## src/sdhc_settings.svh

```systemverilog
// SD host register block widths
// shared by the type package and the datapath modules

`ifndef SDHC_SETTINGS_SVH
`define SDHC_SETTINGS_SVH

// register data bus
`define SDHC_DW 16

// register address
`define SDHC_AW 8

// stored transfer block size, upper bits of the register are not kept
`define SDHC_BSW 12

`endif
```

## src/sdhc_pkg.sv

```systemverilog
// SD host register block types
// address map, bus write, present state and status layouts

`include "sdhc_settings.svh"

package sdhc_pkg;

  typedef enum logic [`SDHC_AW-1:0] {
    BLK_SIZE    = 8'h04,
    BLK_COUNT   = 8'h06,
    XFER_MODE   = 8'h0C,
    PRESENT     = 8'h24,
    NORM_STS    = 8'h30,
    ERR_STS     = 8'h32,
    NORM_STS_EN = 8'h34,
    ERR_STS_EN  = 8'h36,
    NORM_SIG_EN = 8'h38,
    ERR_SIG_EN  = 8'h3A
  } sdhc_addr_e;

  typedef struct packed {
    logic                strobe;
    logic [`SDHC_AW-1:0] addr;
    logic [`SDHC_DW-1:0] data;
  } sdhc_bus_wr_t;

  // first field is the msb so cmd_inhibit sits at bit 0
  typedef struct packed {
    logic card_inserted;
    logic buf_rd_en;
    logic buf_wr_en;
    logic dat_inhibit;
    logic cmd_inhibit;
  } sdhc_present_t;

  typedef struct packed {
    logic multi_blk;
    logic dir_read;
    logic acmd12_en;
    logic blk_cnt_en;
    logic dma_en;
  } sdhc_xfer_mode_t;

  typedef struct packed {
    logic card_rem;
    logic card_ins;
    logic buf_rd_ready;
    logic buf_wr_ready;
    logic xfer_complete;
    logic cmd_complete;
  } sdhc_norm_sts_t;

  // bit 7 holds the auto cmd12 error
  typedef logic [7:0] sdhc_err_t;

  typedef struct packed {
    logic blk_size;
    logic blk_count;
    logic xfer_mode;
    logic norm_sts;
    logic err_sts;
    logic norm_sts_en;
    logic err_sts_en;
    logic norm_sig_en;
    logic err_sig_en;
  } sdhc_wr_sel_t;

endpackage

```

## src/sdhc_top.sv

```systemverilog
`timescale 1ns/1ps
// SD host register block top level
// control logic, register storage and block counter

`include "sdhc_settings.svh"

module sdhc_top import sdhc_pkg::*; (
  input  logic                clk_i,
  input  logic                rst_n_i,
  input  sdhc_bus_wr_t        wr_i,
  input  sdhc_addr_e          rd_addr_i,
  output logic [`SDHC_DW-1:0] rdata_o,
  input  sdhc_present_t       present_i,
  input  logic [7:0]          err_event_i,
  input  logic                block_done_i,
  output logic                irq_o,
  output logic                irq_pulse_o
);

  sdhc_wr_sel_t        wr_sel;
  sdhc_norm_sts_t      norm_set;
  sdhc_err_t           err_set;
  sdhc_xfer_mode_t     xfer_mode;
  sdhc_norm_sts_t      norm_sts;
  sdhc_err_t           err_sts;
  sdhc_norm_sts_t      norm_sts_en;
  sdhc_err_t           err_sts_en;
  sdhc_norm_sts_t      norm_sig_en;
  sdhc_err_t           err_sig_en;
  logic [`SDHC_DW-1:0] block_count;

  sdhc_reg_logic u_reg_logic (
    .clk_i         (clk_i),
    .rst_n_i       (rst_n_i),
    .wr_i          (wr_i),
    .present_i     (present_i),
    .err_event_i   (err_event_i),
    .norm_sts_i    (norm_sts),
    .err_sts_i     (err_sts),
    .norm_sts_en_i (norm_sts_en),
    .err_sts_en_i  (err_sts_en),
    .norm_sig_en_i (norm_sig_en),
    .err_sig_en_i  (err_sig_en),
    .wr_sel_o      (wr_sel),
    .norm_set_o    (norm_set),
    .err_set_o     (err_set),
    .irq_o         (irq_o),
    .irq_pulse_o   (irq_pulse_o)
  );

  sdhc_regs u_regs (
    .clk_i         (clk_i),
    .rst_n_i       (rst_n_i),
    .wr_i          (wr_i),
    .wr_sel_i      (wr_sel),
    .norm_set_i    (norm_set),
    .err_set_i     (err_set),
    .present_i     (present_i),
    .block_count_i (block_count),
    .rd_addr_i     (rd_addr_i),
    .rdata_o       (rdata_o),
    .xfer_mode_o   (xfer_mode),
    .norm_sts_o    (norm_sts),
    .err_sts_o     (err_sts),
    .norm_sts_en_o (norm_sts_en),
    .err_sts_en_o  (err_sts_en),
    .norm_sig_en_o (norm_sig_en),
    .err_sig_en_o  (err_sig_en)
  );

  // block count write goes straight to the counter
  sdhc_block_counter u_block_counter (
    .clk_i        (clk_i),
    .rst_n_i      (rst_n_i),
    .load_i       (wr_sel.blk_count),
    .load_val_i   (wr_i.data),
    .block_done_i (block_done_i),
    .xfer_mode_i  (xfer_mode),
    .count_o      (block_count)
  );

endmodule

```

## src/sdhc_reg_logic.sv

```systemverilog
`timescale 1ns/1ps
// SD host register control
// gates register writes on the inhibit levels, turns present state
// edges and error pulses into status sets, and raises the interrupt

module sdhc_reg_logic import sdhc_pkg::*; (
  input  logic           clk_i,
  input  logic           rst_n_i,
  input  sdhc_bus_wr_t   wr_i,
  input  sdhc_present_t  present_i,
  input  sdhc_err_t      err_event_i,
  input  sdhc_norm_sts_t norm_sts_i,
  input  sdhc_err_t      err_sts_i,
  input  sdhc_norm_sts_t norm_sts_en_i,
  input  sdhc_err_t      err_sts_en_i,
  input  sdhc_norm_sts_t norm_sig_en_i,
  input  sdhc_err_t      err_sig_en_i,
  output sdhc_wr_sel_t   wr_sel_o,
  output sdhc_norm_sts_t norm_set_o,
  output sdhc_err_t      err_set_o,
  output logic           irq_o,
  output logic           irq_pulse_o
);

  sdhc_wr_sel_t   dec_sel;
  sdhc_present_t  present_q;
  sdhc_norm_sts_t norm_edge;
  logic           norm_irq;
  logic           err_irq;
  logic           irq_q;

  // raw address decode, present state is read only
  always_comb begin
    dec_sel = '0;
    if (wr_i.strobe) begin
      case (wr_i.addr)
        BLK_SIZE:    dec_sel.blk_size    = 1'b1;
        BLK_COUNT:   dec_sel.blk_count   = 1'b1;
        XFER_MODE:   dec_sel.xfer_mode   = 1'b1;
        NORM_STS:    dec_sel.norm_sts    = 1'b1;
        ERR_STS:     dec_sel.err_sts     = 1'b1;
        NORM_STS_EN: dec_sel.norm_sts_en = 1'b1;
        ERR_STS_EN:  dec_sel.err_sts_en  = 1'b1;
        NORM_SIG_EN: dec_sel.norm_sig_en = 1'b1;
        ERR_SIG_EN:  dec_sel.err_sig_en  = 1'b1;
        default:     dec_sel = '0;
      endcase
    end
  end

  always_comb begin
    wr_sel_o = dec_sel;
    // transfer mode frozen while a command is in flight
    if (present_i.cmd_inhibit) begin
      wr_sel_o.xfer_mode = 1'b0;
    end
    // size and count frozen while the data line is busy
    if (present_i.dat_inhibit) begin
      wr_sel_o.blk_size  = 1'b0;
      wr_sel_o.blk_count = 1'b0;
    end
  end

  always_ff @(posedge clk_i or negedge rst_n_i) begin
    if (!rst_n_i) begin
      present_q <= '0;
      irq_q     <= 1'b0;
    end else begin
      present_q <= present_i;
      irq_q     <= irq_o;
    end
  end

  // level changes against last cycle
  always_comb begin
    norm_edge.cmd_complete  = present_q.cmd_inhibit & ~present_i.cmd_inhibit;
    norm_edge.xfer_complete = present_q.dat_inhibit & ~present_i.dat_inhibit;
    norm_edge.buf_wr_ready  = ~present_q.buf_wr_en & present_i.buf_wr_en;
    norm_edge.buf_rd_ready  = ~present_q.buf_rd_en & present_i.buf_rd_en;
    norm_edge.card_ins      = ~present_q.card_inserted & present_i.card_inserted;
    norm_edge.card_rem      = present_q.card_inserted & ~present_i.card_inserted;
  end

  assign norm_set_o = norm_edge & norm_sts_en_i;
  assign err_set_o  = err_event_i & err_sts_en_i;

  // error part stands in for the summary bit
  assign norm_irq    = |(norm_sts_i & norm_sig_en_i);
  assign err_irq     = |(err_sts_i & err_sig_en_i);
  assign irq_o       = norm_irq | err_irq;
  assign irq_pulse_o = irq_o & ~irq_q;

endmodule

```

## src/sdhc_regs.sv

```systemverilog
`timescale 1ns/1ps
// SD host register storage
// holds the writable registers and both status registers, applies
// hardware sets and write-one-to-clear, and drives the read data

`include "sdhc_settings.svh"

module sdhc_regs import sdhc_pkg::*; (
  input  logic                clk_i,
  input  logic                rst_n_i,
  input  sdhc_bus_wr_t        wr_i,
  input  sdhc_wr_sel_t        wr_sel_i,
  input  sdhc_norm_sts_t      norm_set_i,
  input  sdhc_err_t           err_set_i,
  input  sdhc_present_t       present_i,
  input  logic [`SDHC_DW-1:0] block_count_i,
  input  sdhc_addr_e          rd_addr_i,
  output logic [`SDHC_DW-1:0] rdata_o,
  output sdhc_xfer_mode_t     xfer_mode_o,
  output sdhc_norm_sts_t      norm_sts_o,
  output sdhc_err_t           err_sts_o,
  output sdhc_norm_sts_t      norm_sts_en_o,
  output sdhc_err_t           err_sts_en_o,
  output sdhc_norm_sts_t      norm_sig_en_o,
  output sdhc_err_t           err_sig_en_o
);

  // bus layouts of the sparse registers
  function automatic logic [`SDHC_DW-1:0] norm_to_word(sdhc_norm_sts_t n);
    return {8'b0, n.card_rem, n.card_ins, n.buf_rd_ready, n.buf_wr_ready,
            2'b0, n.xfer_complete, n.cmd_complete};
  endfunction

  function automatic sdhc_norm_sts_t word_to_norm(logic [`SDHC_DW-1:0] w);
    return {w[7], w[6], w[5], w[4], w[1], w[0]};
  endfunction

  function automatic logic [`SDHC_DW-1:0] xfer_to_word(sdhc_xfer_mode_t x);
    return {10'b0, x.multi_blk, x.dir_read, 1'b0, x.acmd12_en, x.blk_cnt_en, x.dma_en};
  endfunction

  function automatic sdhc_xfer_mode_t word_to_xfer(logic [`SDHC_DW-1:0] w);
    return {w[5], w[4], w[2], w[1], w[0]};
  endfunction

  function automatic logic [`SDHC_DW-1:0] present_to_word(sdhc_present_t p);
    return {p.card_inserted, 3'b0, p.buf_rd_en, p.buf_wr_en, 8'b0,
            p.dat_inhibit, p.cmd_inhibit};
  endfunction

  function automatic logic [`SDHC_DW-1:0] err_to_word(sdhc_err_t e);
    return {{(`SDHC_DW-8){1'b0}}, e};
  endfunction

  logic [`SDHC_BSW-1:0] blk_size_q;
  sdhc_xfer_mode_t      xfer_mode_q;
  sdhc_norm_sts_t       norm_sts_q;
  sdhc_err_t            err_sts_q;
  sdhc_norm_sts_t       norm_sts_en_q;
  sdhc_err_t            err_sts_en_q;
  sdhc_norm_sts_t       norm_sig_en_q;
  sdhc_err_t            err_sig_en_q;
  sdhc_norm_sts_t       norm_clr;
  sdhc_err_t            err_clr;
  logic                 err_summary;

  // ones written to a status register clear those bits
  assign norm_clr = wr_sel_i.norm_sts ? word_to_norm(wr_i.data) : '0;
  assign err_clr  = wr_sel_i.err_sts ? wr_i.data[7:0] : '0;

  always_ff @(posedge clk_i or negedge rst_n_i) begin
    if (!rst_n_i) begin
      blk_size_q    <= '0;
      xfer_mode_q   <= '0;
      norm_sts_q    <= '0;
      err_sts_q     <= '0;
      norm_sts_en_q <= '0;
      err_sts_en_q  <= '0;
      norm_sig_en_q <= '0;
      err_sig_en_q  <= '0;
    end else begin
      if (wr_sel_i.blk_size) begin
        // dma boundary bits above are dropped
        blk_size_q <= wr_i.data[`SDHC_BSW-1:0];
      end
      if (wr_sel_i.xfer_mode) begin
        xfer_mode_q <= word_to_xfer(wr_i.data);
      end
      if (wr_sel_i.norm_sts_en) begin
        norm_sts_en_q <= word_to_norm(wr_i.data);
      end
      if (wr_sel_i.err_sts_en) begin
        err_sts_en_q <= wr_i.data[7:0];
      end
      if (wr_sel_i.norm_sig_en) begin
        norm_sig_en_q <= word_to_norm(wr_i.data);
      end
      if (wr_sel_i.err_sig_en) begin
        err_sig_en_q <= wr_i.data[7:0];
      end
      // set beats clear in the same cycle
      norm_sts_q <= (norm_sts_q & ~norm_clr) | norm_set_i;
      err_sts_q  <= (err_sts_q & ~err_clr) | err_set_i;
    end
  end

  // error summary is derived, never stored
  assign err_summary = |err_sts_q;

  always_comb begin
    case (rd_addr_i)
      BLK_SIZE:    rdata_o = {{(`SDHC_DW-`SDHC_BSW){1'b0}}, blk_size_q};
      BLK_COUNT:   rdata_o = block_count_i;
      XFER_MODE:   rdata_o = xfer_to_word(xfer_mode_q);
      PRESENT:     rdata_o = present_to_word(present_i);
      NORM_STS:    rdata_o = norm_to_word(norm_sts_q) | {err_summary, {(`SDHC_DW-1){1'b0}}};
      ERR_STS:     rdata_o = err_to_word(err_sts_q);
      NORM_STS_EN: rdata_o = norm_to_word(norm_sts_en_q);
      ERR_STS_EN:  rdata_o = err_to_word(err_sts_en_q);
      NORM_SIG_EN: rdata_o = norm_to_word(norm_sig_en_q);
      ERR_SIG_EN:  rdata_o = err_to_word(err_sig_en_q);
      default:     rdata_o = '0;
    endcase
  end

  assign xfer_mode_o   = xfer_mode_q;
  assign norm_sts_o    = norm_sts_q;
  assign err_sts_o     = err_sts_q;
  assign norm_sts_en_o = norm_sts_en_q;
  assign err_sts_en_o  = err_sts_en_q;
  assign norm_sig_en_o = norm_sig_en_q;
  assign err_sig_en_o  = err_sig_en_q;

endmodule

```

## src/sdhc_block_counter.sv

```systemverilog
`timescale 1ns/1ps
// SD host block counter
// loaded from the register bus, counts down once per finished block

`include "sdhc_settings.svh"

module sdhc_block_counter import sdhc_pkg::*; (
  input  logic                clk_i,
  input  logic                rst_n_i,
  input  logic                load_i,
  input  logic [`SDHC_DW-1:0] load_val_i,
  input  logic                block_done_i,
  input  sdhc_xfer_mode_t     xfer_mode_i,
  output logic [`SDHC_DW-1:0] count_o
);

  logic [`SDHC_DW-1:0] count_q;
  logic                dec;

  // holds at zero, only counts when enabled in transfer mode
  assign dec = block_done_i & xfer_mode_i.blk_cnt_en & (count_q != '0);

  always_ff @(posedge clk_i or negedge rst_n_i) begin
    if (!rst_n_i) begin
      count_q <= '0;
    end else if (load_i) begin
      // software load wins over a block done
      count_q <= load_val_i;
    end else if (dec) begin
      count_q <= count_q - 1'b1;
    end
  end

  assign count_o = count_q;

endmodule

```

## config.mk

```make
export PLATFORM = sky130hd
export DESIGN_NAME = sdhc_top
export DESIGN_NICKNAME = d
export VERILOG_FILES = /design/src/sdhc_pkg.sv /design/src/sdhc_top.sv /design/src/sdhc_reg_logic.sv /design/src/sdhc_regs.sv /design/src/sdhc_block_counter.sv
export VERILOG_INCLUDE_DIRS = /design/src
export SDC_FILE = /design/constraint.sdc
export NUM_CORES = 1
export LEC_CHECK = 0
export ABC_AREA = 1
export BUFFER_PORTS_ARGS = -buffer_cell sky130_fd_sc_hd__buf_2
export CORE_ASPECT_RATIO = 1.25
export CORE_MARGIN = 5
export CORE_UTILIZATION = 30
export CTS_CLUSTER_SIZE = 24
export DETAILED_ROUTE_END_ITERATION = 6
export PLACE_DENSITY = 0.53
export SYNTH_ARGS = -nofsm -noshare
export SYNTH_HDL_FRONTEND = slang
export SYNTH_SLANG_ARGS = --single-unit
```

## constraint.sdc

```tcl
create_clock -name clk_i -period 2.2 [get_ports clk_i]
set_input_delay 0.44 -clock clk_i [delete_from_list [all_inputs] [get_ports clk_i]]
set_output_delay 0.44 -clock clk_i [all_outputs]
set_load 0.01 [all_outputs]
```

**Word-level counts from Yosys, hierarchy flattened**

Index checks and enable logic that the tools add are counted.

- Register bits: 81
- Input port bits: 49
- Output and inout port bits: 18

- Add/subtract/negate cells: 1
- Equal/unequal tests: 19
- Mux-type cells: 17
- Bitwise logic cells: 28
- Reduce and logical (&&, ||, !) cells: 5

Operators with widths:

| kind | count |
|---|---|
| $pmux 16 s10 | 1 |
| $eq 8x6->1 const B | 13 |
| $eq 8x3->1 const B | 4 |
| $mux 16 | 2 |
| $and 8x8->8 | 3 |
| $and 6x6->6 | 3 |
| $eq 8x4->1 const B | 2 |
| $or 8x16->16 | 1 |
| $reduce_bool 16->1 | 1 |
| $reduce_or 8->1 | 2 |
| $sub 16x1->16 const B | 1 |
| $mux 1 | 10 |
| $and 1x1->1 | 9 |
| $mux 9 | 1 |
| $mux 8 | 1 |
| $not 8->8 | 1 |
| $or 8x8->8 | 1 |
| $not 1->1 | 7 |
| $mux 6 | 1 |
| $not 6->6 | 1 |
| $or 6x6->6 | 1 |
| $reduce_or 6->1 | 1 |
| $mux 2 | 1 |
| $reduce_bool 2->1 | 1 |
| $or 1x1->1 | 1 |

**Logic depth before layout (Yosys ltp)**

Gate-level depths: netlist of run 1.

- Depth after elaboration: 7
- Mapped depth: 10
- Mapped depth without buffers: 10

**Modules after synthesis**

Synthesis of run 1 repeated with hierarchy kept, for this count alone.

- Cells, all modules: 607
- Area, all modules: 4749.6 µm²

By module, submodules not included:

| module | times used | cells each | area an instance (µm²) |
|---|---|---|---|
| sdhc_regs | 1 | 346 | 3104.2 |
| sdhc_block_counter | 1 | 170 | 1141.1 |
| sdhc_reg_logic | 1 | 91 | 504.2 |

**Worst setup path after synthesis of run 1**

OpenSTA, ideal clock, no wires.

- Path kind: in2out
- Start point: input port rd_addr_i[0]
- End point: output port rdata_o[8]
- Arrival: 1393 ps
- Data required time: 1760 ps
- Path slack: 367 ps
- Cell stages on the path: 6
- Path through: inv_1 > nand2_1 > nor2_2 > nand2_1 > buf_2 > o21ai_0

- Cells in the longest elaborated chain, start to end: 2
- Elaborated cells on any way between the ends: 11

Ends and longest elaborated chain:

| element | line | RTL |
|---|---|---|
| start, declared | sdhc_top.sv:11 | `input sdhc_addr_e rd_addr_i,` |
| $eq 8x6->1 (tied with other cells) | sdhc_regs.sv:111 | `case (rd_addr_i)` |
| $pmux 16 s10 (*) | sdhc_regs.sv:111 |  |
| end, declared | sdhc_top.sv:12 | `` output logic [`SDHC_DW-1:0] rdata_o, `` |

Mark *: on every way between the ends. The rest lies on a longest branch, timed or not.

**Worst setup path after layout of run 1**

- Start point: input port rd_addr_i[0]
- End point: output port rdata_o[4]

The elaborated chain is that of the path after synthesis.

==> results of run 1 <==
per-layer routing:
metal  up-vias  track usage, %  part of all wire [%]
met3        17            2.16                   4.3
met1      2051            21.6                    43
met5         -               0                     0
met2       104            30.9                    51
met4         0            5.85                   1.9
li1       2228               -                     -
kinds of logic (layout without fill, tap and decap cells):
| family | count (synthesis) | after routing | share of synthesized area (%) |
|---|---|---|---|
| AO/OA/AOI/OAI | 96 | 96 | 11.2 |
| XOR/XNOR | 4 | 4 | 0.775 |
| adder cells (fa/ha/maj) | 1 | 1 | 0.277 |
| buffers and inverters | 91 | 186 | 8.22 |
| flip-flops | 81 | 81 | 44.8 |
| AND/OR/NAND/NOR | 363 | 363 | 34.8 |
power by group:
part	total, uW	leakage, uW	switching [uW]	internal (uW)
clock network	1660	0.000159	632	1030
logic	637	0.00163	419	218
registers	1780	0.00102	130	1650
total	4080	0.00281	1180	2890
critical path: stages:
cell,delay [ns]
buf_2,0.10
inv_1,0.08
nand2_1,0.08
buf_4,0.14
nor2_1,0.19
nand2_2,0.16
o21ai_1,0.17
nor2_1,0.05
nand3b_1,0.09
buf_2,0.14
final timing paths:
path                                             from                    endpoint  slack (ns)  cells past startpoint
setup / recovery                         rd_addr_i[0]                  rdata_o[4]        0.10                     10
hold / removal                           present_i[4]    u_reg_logic.present_q[4]        0.24                      1
setup reg to reg           u_block_counter.count_o[1]  u_block_counter.count_o[3]        0.18                     10
hold reg to reg                  u_regs.blk_size_q[9]        u_regs.blk_size_q[9]        0.48                      2
max in group asynchronous                     rst_n_i    u_reg_logic.present_q[4]        1.07                      3
min in group asynchronous                     rst_n_i        u_regs.blk_size_q[7]        0.53                      2
layout make-up:
| cell class | instances | area share [%] |
|---|---|---|
| Clock buffer | 10 | 4.29 |
| Clock inverter | 6 | 1.62 |
| Inverter | 77 | 5.19 |
| Multi-Input combinational cell | 464 | 38.3 |
| Sequential cell | 81 | 36.4 |
| Tap cell | 182 | 4.09 |
| Timing Repair Buffer | 93 | 10.1 |
sequential cells by signal, indices dropped and copies added (netlist names):
| name | cells |
|---|---|
| u_block_counter.count_o | 16 |
| u_regs.blk_size_q | 12 |
| u_regs.err_sig_en_o | 8 |
| u_regs.err_sts_en_o | 8 |
| u_regs.err_sts_o | 8 |
| u_regs.norm_sig_en_o | 6 |
| u_regs.norm_sts_en_o | 6 |
| u_regs.norm_sts_o | 6 |
| u_reg_logic.present_q | 5 |
| u_regs.xfer_mode_o | 5 |
| u_reg_logic.irq_q | 1 |
repair_timing:
| item | CTS | global route |
|---|---|---|
| pin swaps | 0 | 1 |
| hold endpoints to repair | 19 | 0 |
| hold buffers | 1 | 0 |
| setup endpoints to repair | 4 | 9 |
| resized for setup | 1 | 14 |
Yosys cell counts (all sizes together) (3+ instances only):
master | count | area share, %
nand3b | 8 | 1.3
o22ai | 4 | 0.55
dfrtp | 81 | 45
nor2 | 75 | 6.6
nand4 | 5 | 0.69
nor4 | 3 | 0.75
buf | 14 | 1.8
nand3 | 72 | 8.0
o21ai | 90 | 10
nand2 | 190 | 16
nor3 | 7 | 1.0
inv | 77 | 6.4
metrics by stage:
| step | utilization, % | setup TNS (ns) | worst slack, ns | hold slack (ns) | cell area [um^2] |
|---|---|---|---|---|---|
| after floorplan | - | 0 | 0.367 | 0.144 | 4520 |
| after detailed placement | 35.0 | -0.0990 | -0.0622 | 0.350 | 5210 |
| after global routing | 37.4 | 0 | 0.00594 | 0.237 | 5570 |
| after global placement | 35.0 | -0.0571 | -0.0544 | 0.348 | 5210 |
| final | 37.4 | 0 | 0.101 | 0.240 | 5570 |
| after CTS | 37.3 | 0 | 0.00297 | 0.234 | 5550 |
==> results.ini, run 1 <==
[sta]
tightest_slew_ns = 0.494
clock_skew_ns = 0.0101
finalHoldViolCount = 0
fin_crit_ns = 2.10
maxSlewViolCount = 0
setup_violations = 0
rsz0062_at_grt = no
period_share_pct = 95.4
fmax_mhz = 476
max_slew_margin_pct = 67.1

[power]
peakVddDrop_v = 0.000350
p_total_uw = 4080
power_density_nw_per_um2 = 732
power.leakage_uw = 0.00281

[floorplanning]
fp.dieW_um = 120
core_area_um2 = 14900
die_h_um = 147
row_count = 50
start_util_pct = 30.4
io_pins = 67
die_area_um2 = 17600

[layout]
final_cell_mix = nand2_1, dfrtp_1, inv_1
area_delta_synth_final_pct = 23.2
multiInputGateArea_um2 = 2140
ff_latch_area_um2 = 2030
fin_cells = 913
diodes = 0
final_common_cell = nand2_1
drive_gt1_share_pct = 17.9
nets = 776
fillers = 1624

[logic_synthesis]
yosysWarningCount = 0
post_synth.cell_area_avg_um2 = 7.11
ys.flop_type = dfrtp_1
synthesis.nets = 686
syn_inst = 636
async_flop_share_pct = 100
yosysSeqAreaShare_pct = 44.8
synth_cell_type_count = 28
netlist_area_um2 = 4520
synth_seq_cells = 81
synth_edf_count = 0

[worst_setup_path]
crit_fanout = 7
worstPathArrival_ns = 1.66
worstPathRequired_ns = 1.76
startpoint_type = input port
cp-end-kind = primary output
worst-setup-path-type = input port to primary output

[routing]
wire_per_inst_um = 16.4
drc_errors = 0
dr.pass1.iters = 5
drtAntennaViolNets = 0
drt_iter0_drc = 187
avgViaCountPerCell = 4.82
num_vias = 4400
drt-total-wl_um = 15000

[place]
io_buffers = 66
place_inst = 896
dp_hpwl_um = 11900
gp_congestion = 0.892

[clocking]
clk_pin_slew_worst_paths_ns = 0.06
cts_sinks = 81
numCtsBuffers = 9
htreeDepth = 3
clock_path_buffers = 2
cts_tree = yes
cts_setup_buffers = 0
clk_latency_ns = 0.35
cts_root_buffer = clkbuf_16

[hold_path]
min_path_type = input port to flip-flop

[global_routing]
track_usage_pct = 17.3
grt_pass1_wl_um = 23800
grt_max_degree = 63
grt-ovfl-total = 0
antenna_found_initial = 0
grt_pass1_vias = 4498

[run]
maxCapViolations = 0

[run_status]
status = complete, no violations

(Power assumes the default switching activity.)
==> inputs of run 2 (changes only) <==
--- a/config.mk
+++ b/config.mk
@@ -6,14 +6,14 @@
 export SDC_FILE = /design/constraint.sdc
 export NUM_CORES = 1
 export LEC_CHECK = 0
-export ABC_AREA = 1
+export ABC_AREA = 0
 export BUFFER_PORTS_ARGS = -buffer_cell sky130_fd_sc_hd__buf_2
 export CORE_ASPECT_RATIO = 1.25
 export CORE_MARGIN = 5
 export CORE_UTILIZATION = 30
 export CTS_CLUSTER_SIZE = 24
 export DETAILED_ROUTE_END_ITERATION = 6
-export PLACE_DENSITY = 0.53
+export PLACE_DENSITY = 0.54
 export SYNTH_ARGS = -nofsm -noshare
 export SYNTH_HDL_FRONTEND = slang
 export SYNTH_SLANG_ARGS = --single-unit
==> run 2 against run 1 <==
Net effect: the flow now finishes with violations (negative hold slack, negative setup slack); via count fell by 16%; non-clock buffer count rose by 27; register-to-register slack better by 0.08 ns; flip-flop and latch count stayed put; final cell count is 23% lower; critical path depth shrank 3; clock skew down 0.0038 ns; synthesized cell count decreased by 36%; design area rose by 3.8%; wire length is 9.1% lower; critical path type unchanged; largest cell class unchanged; largest power group unchanged; highest routed layer unchanged.
==> results.ini, run 2 <==
[layout]
diodes = 0  ; unchanged
multiInputGateArea_um2 = 2380  ; was 2140 um^2
area_delta_synth_final_pct = 32.4  ; was 23.2%
final_area_um2 = 5780  ; was 5570 um^2
utilization_pct = 40.3  ; was 37.4%
nets = 569  ; was 776
fin_cells = 702  ; was 913
fillers = 1409  ; was 1624
ff_latch_area_um2 = 2030  ; unchanged
drive_gt1_share_pct = 38.7  ; was 17.9%
final_common_cell = dfrtp_1  ; was nand2_1
final_cell_mix = dfrtp_1, buf_2, nand2_1  ; was nand2_1, dfrtp_1, inv_1
largest_reg_flops = 16  ; unchanged

[worst_setup_path]
cp.depth = 7  ; was 10
worstPathCellList = buf_8, or3_4, or4_4, nor2_4, buf_6, a22o_1, buf_2  ; was buf_2, inv_1, nand2_1, buf_4, nor2_1, nand2_2, o21ai_1, nor2_1, nand3b_1, buf_2
worstPathRequired_ns = 1.76  ; about the same
worstPathArrival_ns = 1.94  ; was 1.66 ns
worst-setup-path-type = input port to primary output  ; unchanged
reg2reg_slack_ns = 0.26  ; was 0.18 ns
slowest_delay_ns = 0.45  ; was 0.19 ns
crit_end = rdata_o[9]  ; was rdata_o[4]
r2r-start = u_block_counter.count_o[7]  ; was u_block_counter.count_o[1]
timing.rr.end = u_block_counter.count_o[1]  ; was u_block_counter.count_o[3]
cp_top_family = simple AND/OR/NAND/NOR gates  ; unchanged
slowest_stage = or4_4  ; was nor2_1
cp_num_buf_inv = 3  ; was 4
r2r_cells = 6  ; was 10
crit_fanout = 9  ; was 7
critical_path.startpoint = rd_addr_i[4]  ; was rd_addr_i[0]
cp-end-kind = primary output  ; unchanged
startpoint_type = input port  ; unchanged

[place]
dpl_worst_slack_ns = -0.283  ; was -0.0622 ns
io_buffers = 66  ; unchanged
dp_hpwl_um = 10300  ; was 11900 um
dpl_cell_area_um2 = 5210  ; about the same
gp_congestion = 0.834  ; was 0.892
place_inst = 677  ; was 896

[sta]
tightest_slew_ns = 0.497  ; was 0.494 ns
period_share_pct = 108  ; was 95.4%
worst_hold_slack_ns = -0.00625  ; was 0.240 ns
maxSlewViolCount = 0  ; unchanged
rsz0062_at_grt = yes  ; was no
clock_skew_ns = 0.00639  ; was 0.0101 ns
fin_crit_ns = 2.38  ; was 2.10 ns
fmax_mhz = 421  ; was 476 MHz
max_slew_margin_pct = 66.6  ; was 67.1%
finalHoldViolCount = 9  ; was 0
setup_violations = 14  ; was 0
layout_setup_ws_ns = -0.175  ; was 0.101 ns

[run_status]
status = finished, violations left  ; was complete, no violations
violations = negative hold slack, negative setup slack

[clocking]
htreeDepth = 3  ; unchanged
clock_path_buffers = 2  ; unchanged
hold_buffers = 0  ; was 1
cts_root_buffer = clkbuf_16  ; unchanged
numCtsBuffers = 9  ; unchanged
cts_sinks = 81  ; unchanged
clk_pin_slew_worst_paths_ns = 0.06  ; about the same
clk_latency_ns = 0.34  ; was 0.35 ns
cts_tree = yes  ; unchanged

[logic_synthesis]
netlist_area_um2 = 4370  ; was 4520 um^2
async_flop_share_pct = 100  ; unchanged
yosysWarningCount = 0  ; unchanged
synth_seq_cells = 81  ; unchanged
synthesis.nets = 456  ; was 686
synthTopCellsByArea = dfrtp_1, mux2_2, mux2_1  ; was dfrtp_1, nand2_1, nand3_1
yosysSeqAreaShare_pct = 46.4  ; was 44.8%
ys.flop_type = dfrtp_1  ; unchanged
synth_cell_type_count = 61  ; was 28
syn_inst = 406  ; was 636
ys_top_cells_by_count = dfrtp_1, nand2_1, mux2_2, nor2_1, mux2_1  ; was nand2_1, dfrtp_1, inv_1, nand3_1, nor2_1
post_synth.cell_area_avg_um2 = 10.8  ; was 7.11 um^2
yosysTopAreaCell = dfrtp_1  ; unchanged
synth_top_area_share_pct = 46.4  ; was 44.8%
synth_edf_count = 0  ; unchanged
yosysMostFrequentCell = dfrtp_1  ; was nand2_1

[floorplanning]
die_area_um2 = 17100  ; was 17600 um^2
die_h_um = 145  ; was 147 um
row_count = 49  ; was 50
fp.dieW_um = 118  ; was 120 um
io_pins = 67  ; unchanged
core_area_um2 = 14300  ; was 14900 um^2
start_util_pct = 30.4  ; about the same

[routing]
drt-total-wl_um = 13600  ; was 15000 um
avgViaCountPerCell = 5.25  ; was 4.82
num_vias = 3687  ; was 4400
drc_errors = 0  ; unchanged
dr.pass1.iters = 4  ; was 5
drt_iter0_drc = 274  ; was 187
wire_per_inst_um = 19.4  ; was 16.4 um
drtAntennaViolNets = 0  ; unchanged

[power]
power_density_nw_per_um2 = 820  ; was 732 nW/um^2
peakVddDrop_v = 0.000548  ; was 0.000350 V
power.leakage_uw = 0.00272  ; was 0.00281 uW

[global_routing]
grt-ovfl-total = 0  ; unchanged
antenna_found_initial = 0  ; unchanged
track_usage_pct = 15.9  ; was 17.3%
grt_max_degree = 59  ; was 63
grt_pass1_vias = 3888  ; was 4498
grt_pass1_wl_um = 21600  ; was 23800 um

[run]
maxCapViolations = 0  ; unchanged

[hold_path]
min_path_type = input port to asynchronous set/reset pin  ; was input port to flip-flop

run 2: changes by cell type after synthesis, sizes merged, moves of 7 or more:
cell    before  now
nand2      190   54
a221oi       0    7
mux2i        0   14
o21ai       90   18
nor2        75   22
a22o         1   17
mux2         0   45
nand3b       8    1
nand3       72    9
inv         77    8
a22oi        0   11
run 2: metrics by stage:
step                      TNS, ns  total power [uW]
after floorplan                 0              2620
after global placement      -3.55              3090
after detailed placement    -3.74              3110
after CTS                   -2.03              4700
after global routing        -2.67              4970
final                       -2.03              4740
run 2: worst register-to-register path, delay by kind of cell (launching register included):
kind	cells	cell delay, ns
AOI/OAI and AO/OA	2	0.40
buffers and inverters	1	0.19
DFF	1	0.46
and+or+nand+nor	3	0.83
run 2: repair_timing:
item,in CTS,in global routing
setup buffers,5,4
pin swaps,10,6
endpoints found under the hold margin,0,0
resized for setup,28,12
setup endpoints to repair,16,16
run 2: worst min-delay path by stage:
stage	depth (start not counted)	endpoint	from	slack, ns
3_5_place_dp	1	u_block_counter.count_o[13]	rst_n_i	0.36
3_3_place_gp	1	u_block_counter.count_o[13]	rst_n_i	0.36
5_1_grt	1	u_block_counter.count_o[13]	rst_n_i	0.02
4_1_cts	1	u_block_counter.count_o[13]	rst_n_i	0.003
6_report	1	u_block_counter.count_o[13]	rst_n_i	-0.006
2_1_floorplan	0	u_block_counter.count_o[0]	rst_n_i	0.14
run 2: where the power goes:
| group | internal (uW) | switching (uW) | total [uW] |
|---|---|---|---|
| registers | 1700 | 301 | 2000 |
| clock network | 937 | 601 | 1540 |
| logic | 601 | 606 | 1210 |
run 2: area by class of cell:
type	instances	share of cell area, %
clock buffer	11	4.37
clock inverter	5	0.930
tap	178	3.85
inverter	8	0.519
sequential	81	35.0
timing repair buffer	120	14.1
multi-input combinational	299	41.2
run 2: per-layer routing:
metal,track usage (%),wire length [um],up-vias
met1,19.1,5680,1855
met5,0,0,-
met3,3.58,511,17
met4,4.59,225,0
li1,-,-,1738
met2,28.3,7220,77
run 2: logic make-up (layout without fill, tap and decap cells):
kind of cell	after synthesis	in the layout	share of synthesized area, %
DFF	81	81	46.4
AOI/OAI and AO/OA	82	82	14.0
xor gates and xnor gates	12	12	2.41
adders and majority gates	1	1	0.286
muxes	59	59	14.8
and+or+nand+nor	145	145	19.6
buffers and inverters	26	144	2.46
